**config.mk**
```make
export PLATFORM = sky130hd
export DESIGN_NAME = mips_ex
export DESIGN_NICKNAME = d
export VERILOG_FILES = /design/src/rtl/mips_isa_pkg.sv /design/src/rtl/mips_exec_pkg.sv /design/src/rtl/alu_unit.sv /design/src/rtl/div_unit.sv /design/src/rtl/result_merge.sv /design/src/rtl/mips_ex.sv
export SDC_FILE = /design/constraint.sdc
export NUM_CORES = 1
export LEC_CHECK = 0
export ABC_AREA = 1
export BUFFER_PORTS_ARGS = -buffer_cell sky130_fd_sc_hd__buf_4
export CAP_MARGIN = 0
export CORE_MARGIN = 3
export CORE_UTILIZATION = 48
export CTS_BUF_LIST = sky130_fd_sc_hd__clkbuf_2 sky130_fd_sc_hd__clkbuf_4 sky130_fd_sc_hd__clkbuf_8
export CTS_CLUSTER_DIAMETER = 50
export DETAILED_ROUTE_END_ITERATION = 16
export PLACE_DENSITY = 0.65
export SYNTH_ARGS = -nofsm -noshare
export SYNTH_HDL_FRONTEND = slang
export SYNTH_HIERARCHICAL = 1
export SYNTH_SLANG_ARGS = --single-unit
```
**constraint.sdc**
```tcl
create_clock -name clk -period 7 [get_ports clk]
set_input_delay 0 -clock clk [delete_from_list [all_inputs] [get_ports clk]]
set_output_delay 0 -clock clk [all_outputs]
set_load 0.05 [all_outputs]
```
**src/rtl/mips_isa_pkg.sv**
```systemverilog
package mips_isa_pkg;

	localparam int word_w = 32;
	localparam int reg_addr_w = 5;

	// instruction field widths
	localparam int opcode_w = 6;
	localparam int shamt_w = 5;
	localparam int funct_w = 6;
	localparam int imm_w = 16;

	typedef logic [word_w-1:0] word_t;
	typedef logic [reg_addr_w-1:0] reg_addr_t;

	localparam logic [opcode_w-1:0] op_special = 6'h00, op_andi = 6'h0c, op_ori = 6'h0d,
		op_xori = 6'h0e, op_lui = 6'h0f;

	localparam logic [funct_w-1:0] fn_and = 6'h24, fn_or = 6'h25, fn_xor = 6'h26,
		fn_nor = 6'h27, fn_sll = 6'h00, fn_srl = 6'h02, fn_sra = 6'h03, fn_sllv = 6'h04,
		fn_srlv = 6'h06, fn_srav = 6'h07, fn_div = 6'h1a, fn_divu = 6'h1b, fn_mfhi = 6'h10,
		fn_mflo = 6'h12;

	// register format
	typedef struct packed {
		logic [opcode_w-1:0] opcode;
		reg_addr_t rs;
		reg_addr_t rt;
		reg_addr_t rd;
		logic [shamt_w-1:0] shamt;
		logic [funct_w-1:0] funct;
	} instr_r_t;

	// immediate format
	typedef struct packed {
		logic [opcode_w-1:0] opcode;
		reg_addr_t rs;
		reg_addr_t rt;
		logic [imm_w-1:0] imm;
	} instr_i_t;

	// same word, view picked by opcode
	typedef union packed {
		instr_r_t r;
		instr_i_t i;
	} instr_u;

endpackage

```
**src/rtl/mips_exec_pkg.sv**
```systemverilog
package mips_exec_pkg;

	localparam int div_cnt_w = 6;
	// restoring steps per division
	localparam logic [div_cnt_w-1:0] div_steps = 6'd32;

	// where the written value comes from
	typedef enum logic [1:0] {
		kind_gpr = 2'd0,
		kind_hi = 2'd1,
		kind_lo = 2'd2
	} res_kind_t;

	typedef struct packed {
		mips_isa_pkg::instr_u instr;
		mips_isa_pkg::word_t rs_val;
		mips_isa_pkg::word_t rt_val;
	} issue_t;

	typedef struct packed {
		logic valid;
		res_kind_t kind;
		mips_isa_pkg::reg_addr_t wd;
		mips_isa_pkg::word_t wdata;
	} alu_res_t;

	typedef struct packed {
		logic start;
		logic is_signed;
		mips_isa_pkg::word_t dividend;
		mips_isa_pkg::word_t divisor;
	} div_req_t;

	typedef struct packed {
		logic done;
		mips_isa_pkg::word_t quot;
		mips_isa_pkg::word_t rem;
	} div_res_t;

endpackage

```
**src/rtl/alu_unit.sv**
```systemverilog
`timescale 1ns/1ps

module alu_unit (
	input  logic                     clk,
	input  logic                     rst_i,
	input  mips_exec_pkg::issue_t    issue_i,
	input  logic                     issue_valid_i,
	output mips_exec_pkg::alu_res_t  alu_res_o,
	output mips_exec_pkg::div_req_t  div_req_o
);

	mips_isa_pkg::instr_u instr;
	mips_isa_pkg::word_t rs_val;
	mips_isa_pkg::word_t rt_val;
	mips_isa_pkg::word_t imm_zx;
	logic [mips_isa_pkg::shamt_w-1:0] rs_amt;
	logic is_div;
	mips_exec_pkg::alu_res_t res_d;
	mips_exec_pkg::alu_res_t res_q;

	assign instr = issue_i.instr;
	assign rs_val = issue_i.rs_val;
	assign rt_val = issue_i.rt_val;
	assign imm_zx = mips_isa_pkg::word_t'(instr.i.imm);
	// variable shifts take the low bits of rs
	assign rs_amt = rs_val[mips_isa_pkg::shamt_w-1:0];

	always_comb begin
		res_d = '0;
		res_d.valid = 1'b1;
		res_d.kind = mips_exec_pkg::kind_gpr;
		is_div = 1'b0;
		// rd for special, rt for immediates
		res_d.wd = (instr.r.opcode == mips_isa_pkg::op_special) ? instr.r.rd : instr.i.rt;
		case (instr.r.opcode)
			mips_isa_pkg::op_special: begin
				case (instr.r.funct)
					mips_isa_pkg::fn_and:  res_d.wdata = rs_val & rt_val;
					mips_isa_pkg::fn_or:   res_d.wdata = rs_val | rt_val;
					mips_isa_pkg::fn_xor:  res_d.wdata = rs_val ^ rt_val;
					mips_isa_pkg::fn_nor:  res_d.wdata = ~(rs_val | rt_val);
					mips_isa_pkg::fn_sll:  res_d.wdata = rt_val << instr.r.shamt;
					mips_isa_pkg::fn_srl:  res_d.wdata = rt_val >> instr.r.shamt;
					mips_isa_pkg::fn_sra:  res_d.wdata = $signed(rt_val) >>> instr.r.shamt;
					mips_isa_pkg::fn_sllv: res_d.wdata = rt_val << rs_amt;
					mips_isa_pkg::fn_srlv: res_d.wdata = rt_val >> rs_amt;
					mips_isa_pkg::fn_srav: res_d.wdata = $signed(rt_val) >>> rs_amt;
					mips_isa_pkg::fn_mfhi: res_d.kind = mips_exec_pkg::kind_hi;
					mips_isa_pkg::fn_mflo: res_d.kind = mips_exec_pkg::kind_lo;
					mips_isa_pkg::fn_div, mips_isa_pkg::fn_divu: begin
						// handed to the divider, no gpr result
						res_d.valid = 1'b0;
						is_div = 1'b1;
					end
					default: res_d.valid = 1'b0;
				endcase
			end
			mips_isa_pkg::op_andi: res_d.wdata = rs_val & imm_zx;
			mips_isa_pkg::op_ori:  res_d.wdata = rs_val | imm_zx;
			mips_isa_pkg::op_xori: res_d.wdata = rs_val ^ imm_zx;
			mips_isa_pkg::op_lui:
				res_d.wdata = {instr.i.imm, {(mips_isa_pkg::word_w - mips_isa_pkg::imm_w){1'b0}}};
			default: res_d.valid = 1'b0;
		endcase
	end

	always_ff @(posedge clk) begin
		if (rst_i) begin
			res_q.valid <= 1'b0;
		end else begin
			res_q.valid <= issue_valid_i & res_d.valid;
		end
		if (issue_valid_i & res_d.valid) begin
			res_q.kind <= res_d.kind;
			res_q.wd <= res_d.wd;
			// hi/lo reads pick their value later
			if (res_d.kind == mips_exec_pkg::kind_gpr) begin
				res_q.wdata <= res_d.wdata;
			end
		end
	end

	assign alu_res_o = res_q;

	assign div_req_o = '{
		start: issue_valid_i & is_div,
		is_signed: (instr.r.funct == mips_isa_pkg::fn_div),
		dividend: rs_val,
		divisor: rt_val
	};

endmodule

```
**src/rtl/div_unit.sv**
```systemverilog
`timescale 1ns/1ps

module div_unit (
	input  logic                     clk,
	input  logic                     rst_i,
	input  mips_exec_pkg::div_req_t  div_req_i,
	output mips_exec_pkg::div_res_t  div_res_o
);

	logic running_q;
	logic [mips_exec_pkg::div_cnt_w-1:0] cnt_q;

	// divisor magnitude
	mips_isa_pkg::word_t dvs_q;
	// dividend bits shift out at the top, quotient bits shift in below
	mips_isa_pkg::word_t quo_q;
	mips_isa_pkg::word_t rem_q;
	logic quot_neg_q;
	logic rem_neg_q;

	logic dvd_neg;
	logic dvs_neg;
	mips_isa_pkg::word_t dvd_mag;
	mips_isa_pkg::word_t dvs_mag;
	logic [mips_isa_pkg::word_w:0] rem_sh;
	logic [mips_isa_pkg::word_w:0] diff;
	logic q_bit;
	logic done;

	assign dvd_neg = div_req_i.is_signed & div_req_i.dividend[mips_isa_pkg::word_w-1];
	assign dvs_neg = div_req_i.is_signed & div_req_i.divisor[mips_isa_pkg::word_w-1];
	assign dvd_mag = dvd_neg ? -div_req_i.dividend : div_req_i.dividend;
	assign dvs_mag = dvs_neg ? -div_req_i.divisor : div_req_i.divisor;

	// one restoring step
	assign rem_sh = {rem_q, quo_q[mips_isa_pkg::word_w-1]};
	assign diff = rem_sh - {1'b0, dvs_q};
	assign q_bit = ~diff[mips_isa_pkg::word_w];

	assign done = running_q & (cnt_q == mips_exec_pkg::div_steps);

	always_ff @(posedge clk) begin
		if (rst_i) begin
			running_q <= 1'b0;
			cnt_q <= '0;
		end else if (div_req_i.start) begin
			running_q <= 1'b1;
			cnt_q <= '0;
		end else if (done) begin
			running_q <= 1'b0;
		end else if (running_q) begin
			cnt_q <= cnt_q + 1'b1;
		end
	end

	always_ff @(posedge clk) begin
		if (div_req_i.start) begin
			dvs_q <= dvs_mag;
			quo_q <= dvd_mag;
			rem_q <= '0;
			// a zero divisor keeps the all-ones quotient as it comes out
			quot_neg_q <= (dvd_neg ^ dvs_neg) & (|div_req_i.divisor);
			rem_neg_q <= dvd_neg;
		end else if (running_q & ~done) begin
			rem_q <= q_bit ? diff[mips_isa_pkg::word_w-1:0] : rem_sh[mips_isa_pkg::word_w-1:0];
			quo_q <= {quo_q[mips_isa_pkg::word_w-2:0], q_bit};
		end
	end

	// remainder follows the dividend sign
	assign div_res_o = '{
		done: done,
		quot: quot_neg_q ? -quo_q : quo_q,
		rem: rem_neg_q ? -rem_q : rem_q
	};

endmodule

```
**src/rtl/result_merge.sv**
```systemverilog
`timescale 1ns/1ps

module result_merge (
	input  logic                       clk,
	input  logic                       rst_i,
	input  mips_exec_pkg::alu_res_t    alu_res_i,
	input  logic                       div_start_i,
	input  mips_exec_pkg::div_res_t    div_res_i,
	output logic                       busy_o,
	output logic                       result_valid_o,
	output mips_isa_pkg::reg_addr_t    wd_o,
	output mips_isa_pkg::word_t        wdata_o
);

	mips_isa_pkg::word_t hi_q;
	mips_isa_pkg::word_t lo_q;

	// hi gets the remainder, lo the quotient
	always_ff @(posedge clk) begin
		if (rst_i) begin
			hi_q <= '0;
			lo_q <= '0;
		end else if (div_res_i.done) begin
			hi_q <= div_res_i.rem;
			lo_q <= div_res_i.quot;
		end
	end

	// high from the cycle after the start until done
	always_ff @(posedge clk) begin
		if (rst_i) begin
			busy_o <= 1'b0;
		end else if (div_start_i) begin
			busy_o <= 1'b1;
		end else if (div_res_i.done) begin
			busy_o <= 1'b0;
		end
	end

	assign result_valid_o = alu_res_i.valid;
	assign wd_o = alu_res_i.wd;

	// mfhi/mflo read the pair in the result cycle
	always_comb begin
		case (alu_res_i.kind)
			mips_exec_pkg::kind_hi: wdata_o = hi_q;
			mips_exec_pkg::kind_lo: wdata_o = lo_q;
			default: wdata_o = alu_res_i.wdata;
		endcase
	end

endmodule

```
**src/rtl/mips_ex.sv**
```systemverilog
`timescale 1ns/1ps

module mips_ex (
	input  logic                     clk,
	input  logic                     rst_i,
	input  logic                     issue_valid_i,
	input  mips_isa_pkg::word_t      instr_i,
	input  mips_isa_pkg::word_t      rs_val_i,
	input  mips_isa_pkg::word_t      rt_val_i,
	output logic                     busy_o,
	output logic                     result_valid_o,
	output mips_isa_pkg::reg_addr_t  wd_o,
	output mips_isa_pkg::word_t      wdata_o
);

	mips_exec_pkg::issue_t issue;
	mips_exec_pkg::alu_res_t alu_res;
	mips_exec_pkg::div_req_t div_req;
	mips_exec_pkg::div_res_t div_res;
	logic issue_acc;

	// issues offered while dividing are dropped
	assign issue_acc = issue_valid_i & ~busy_o;
	assign issue = '{instr: instr_i, rs_val: rs_val_i, rt_val: rt_val_i};

	alu_unit alu_unit0 (
		.clk(clk),
		.rst_i(rst_i),
		.issue_i(issue),
		.issue_valid_i(issue_acc),
		.alu_res_o(alu_res),
		.div_req_o(div_req)
	);

	div_unit div_unit0 (
		.clk(clk),
		.rst_i(rst_i),
		.div_req_i(div_req),
		.div_res_o(div_res)
	);

	result_merge result_merge0 (
		.clk(clk),
		.rst_i(rst_i),
		.alu_res_i(alu_res),
		.div_start_i(div_req.start),
		.div_res_i(div_res),
		.busy_o(busy_o),
		.result_valid_o(result_valid_o),
		.wd_o(wd_o),
		.wdata_o(wdata_o)
	);

endmodule

```
==> reports/results.tsv <==
metric	value	unit
largest net degree at the start of global routing	66	
R2R depth	17	
Slew HR	22.5	%
critical path startpoint category	input port	
Fin Clk Skew	18.6	ps
Root Driver	clkbuf_8	
highest clock rate	0.290	GHz
Worst Hold Class	input port to flop	
CP Cell Sequence	dlygate4sd3_1 > buf_4 > inv_2 > nand2_1 > nor2_1 > nand3_1 > nand2_1 > nand2_1 > nand2_1 > nand2_1 > nand3_1 > nand2_1 > nand3_1 > nand2_1 > nor2_1 > nand3_1 > nand2_1 > nand2_1	
wire length per cell	20.9	um
DRC viols	0	
hold path cells	4	
via count	27222	
Crit path largest cell delay	860	ps
count leader, synth	nand2_1	
first-pass GRT wire length	148	mm
outcome	finished, final reports clean	
Core Area	0.0494	mm^2
Power, Total	3170	uW
Async SR Flop Fraction	0	%
die area	0.0531	mm^2
leading cell types by count after synthesis	1298 x nand2_1, 635 x nand3_1, 457 x inv_1, 334 x nor2_1, 166 x o21ai_0	
worst vdd ir	0.0000859	V
CTS tree	built	
GRT overflow	0	
Via density	5.72	
gpl congestion	1.08	
Crit-path slowest cell	nand2_1	
Die Ht	230	um
nets@finish	4310	
Rows	81	
CTS H-tree lvls	2	
Setup TNS	0	ps
Synth Instances	4033	
Post-Layout Cell Count	4763	
grt met2 use	57.0	%
Area Overhead vs Synth	9.07	%
Most common cell on crit path	nand2_1	
met1 usage	47.7	%
number of synthesized flops with an enable pin	105	
delay-heaviest family, CP	simple AND/OR/NAND/NOR gates	
Post-Syn Area per Cell	6.00	um^2
CP Buf/Inv Count	3	
Leakage Power	0.0137	uW
Min Clock Period, post-route	3450	ps
number of global-route vias before repair	24787	
worst-margin pin slew	1150	ps
hpwl dp	75.3	mm
clock sink total	210	
yosys warns	6	
Skew-Pair Late Insertion Delay	550	ps
pwr/cell area	120	mW/mm^2
maximum clock path buffer count	3	
Num CTS Buffers	35	
Period Utilization, post-route	49.2	%
max-slew violation count	0	
DRT antenna net count	0	
Initial Util	49.0	%
Post-Syn Area	0.0242	mm^2
Max Cap Viol	0	
Synth Flop Type	edfxtp_1	
crit-path max FO	30	
I/O Pins	138	
met3 GRT Util	4.41	%
layout cells sized above 1	9.32	%
Clock transition at path regs	60	ps
Die Wd	230	um
Seq/Total Area, Yosys	21.7	%
Setup crit end kind	flop	
Final Setup Violations	0	
WP depth	18	
routed wire length	99.5	mm
antenna violations before repair	2	
Port-buffer cells	132	
TritonRoute pass-1 iters	6	
Placed Instances	4618	
Crit Path Class	input port to flop	
critical path data arrival time	3700	ps
Worst Path Required	7250	ps
synth top area cells	nand2_1 20%, nand3_1 13%, edfxtp_1 13%	
global-route usage over all layers	36.3	%
gr busiest metal	met2	
Post-Syn Nets	4269	
Yosys top cell by area	nand2_1	
synthesized flop and latch total	210	
Starting DRT DRC Count	2757	
Final Hold Fails	0	
RSZ-0062 raised after global routing	false	
post-synth top area share	20.1	%
Synth cell types	57	
[worst reg2reg max path: cells and delay by family (launching register included)]
family | cells | cell delay, ps
fa+ha+maj | 2 | 680
buf+inv | 2 | 210
flops | 1 | 320
simple gates | 13 | 1390
[routing by layer]
metal,vias to the layer above,wire (um),part of all wire [%]
met5,-,16,0.016
met4,2,7340,7.4
met3,322,8540,8.6
met2,1304,43300,44
met1,12530,40300,41
li1,13064,-,-
[through the flow]
stage               utilization [%]  hold WS, ps  setup slack, ps  area [um^2]
finish                         53.4         39.7             3550        26400
global route                   53.4         37.0             3420        26400
CTS                            53.4         7.55             3660        26400
detailed placement             50.3          254             3720        24800
global placement               50.3          247             3680        24800
floorplan                         -         69.1             2930        24200
[power breakdown]
group          switching [uW]  total, uW  internal [uW]
sequential              0.269       1290           1290
combinational             510        738            227
clock                     498       1140            645
[worst paths after layout]
path | slack, ps | startpoint | to
hold / removal | 40 | rs_val_i[11] | div_unit0/quo_q[11]$_DFFE_PP_
setup reg to reg | 4280 | div_unit0/quo_q[31]$_DFFE_PP_ | div_unit0/rem_q[23]$_SDFFE_PP0P_
setup / recovery | 3550 | instr_i[3] | alu_unit0/alu_res_o[8]$_DFFE_PP_
hold reg to reg | 490 | div_unit0/cnt_q[0]$_SDFFE_PP0P_ | div_unit0/cnt_q[0]$_SDFFE_PP0P_
[what timing repair did]
item | in CTS | in global routing
gates resized for setup | 0 | 0
buffers inserted | 0 | 0
hold endpoints to repair | 89 | 0
hold buffers | 83 | 0
[cell families after synthesis]
| group | share of synthesized area, % |
|---|---|
| XOR/XNOR | 4.13 |
| AO/OA/AOI/OAI | 9.02 |
| adder cells (fa/ha/maj) | 7.12 |
| flip-flops | 21.7 |
| buffers and inverters | 13.5 |
| AND/OR/NAND/NOR | 44.5 |
[cells in the final DEF (no fill, tap or decap), drive strengths merged, types with 93 or more instances in the layout]
| cell | instances |
|---|---|
| nor2 | 378 |
| nand3 | 644 |
| inv | 481 |
| ha | 136 |
| dfxtp | 105 |
| xor2 | 93 |
| o21ai | 211 |
| nand2 | 1341 |
| buf | 165 |
| edfxtp | 105 |
[sequential cells by signal, summed over array words and instances, names as in the netlist]
register	flops
alu_unit0/alu_res_o	40
div_unit0/dvs_q	32
div_unit0/quo_q	32
div_unit0/rem_q	32
result_merge0/hi_q	32
result_merge0/lo_q	32
div_unit0/cnt_q	6
div_unit0/quot_neg_q	1
div_unit0/rem_neg_q	1
div_unit0/running_q	1
result_merge0/busy_o	1
[final cells by class]
type | count | area (um^2)
fillers | 5300 | 23000
multi-input cells | 3100 | 15700
flip-flops and latches | 210 | 5260
repair buffers | 248 | 2070
inverters | 479 | 1800
well taps | 664 | 831
clock buffers | 56 | 671
clock inverters | 5 | 55.1
diodes | 1 | 2.50
(Power assumes the default switching activity.)
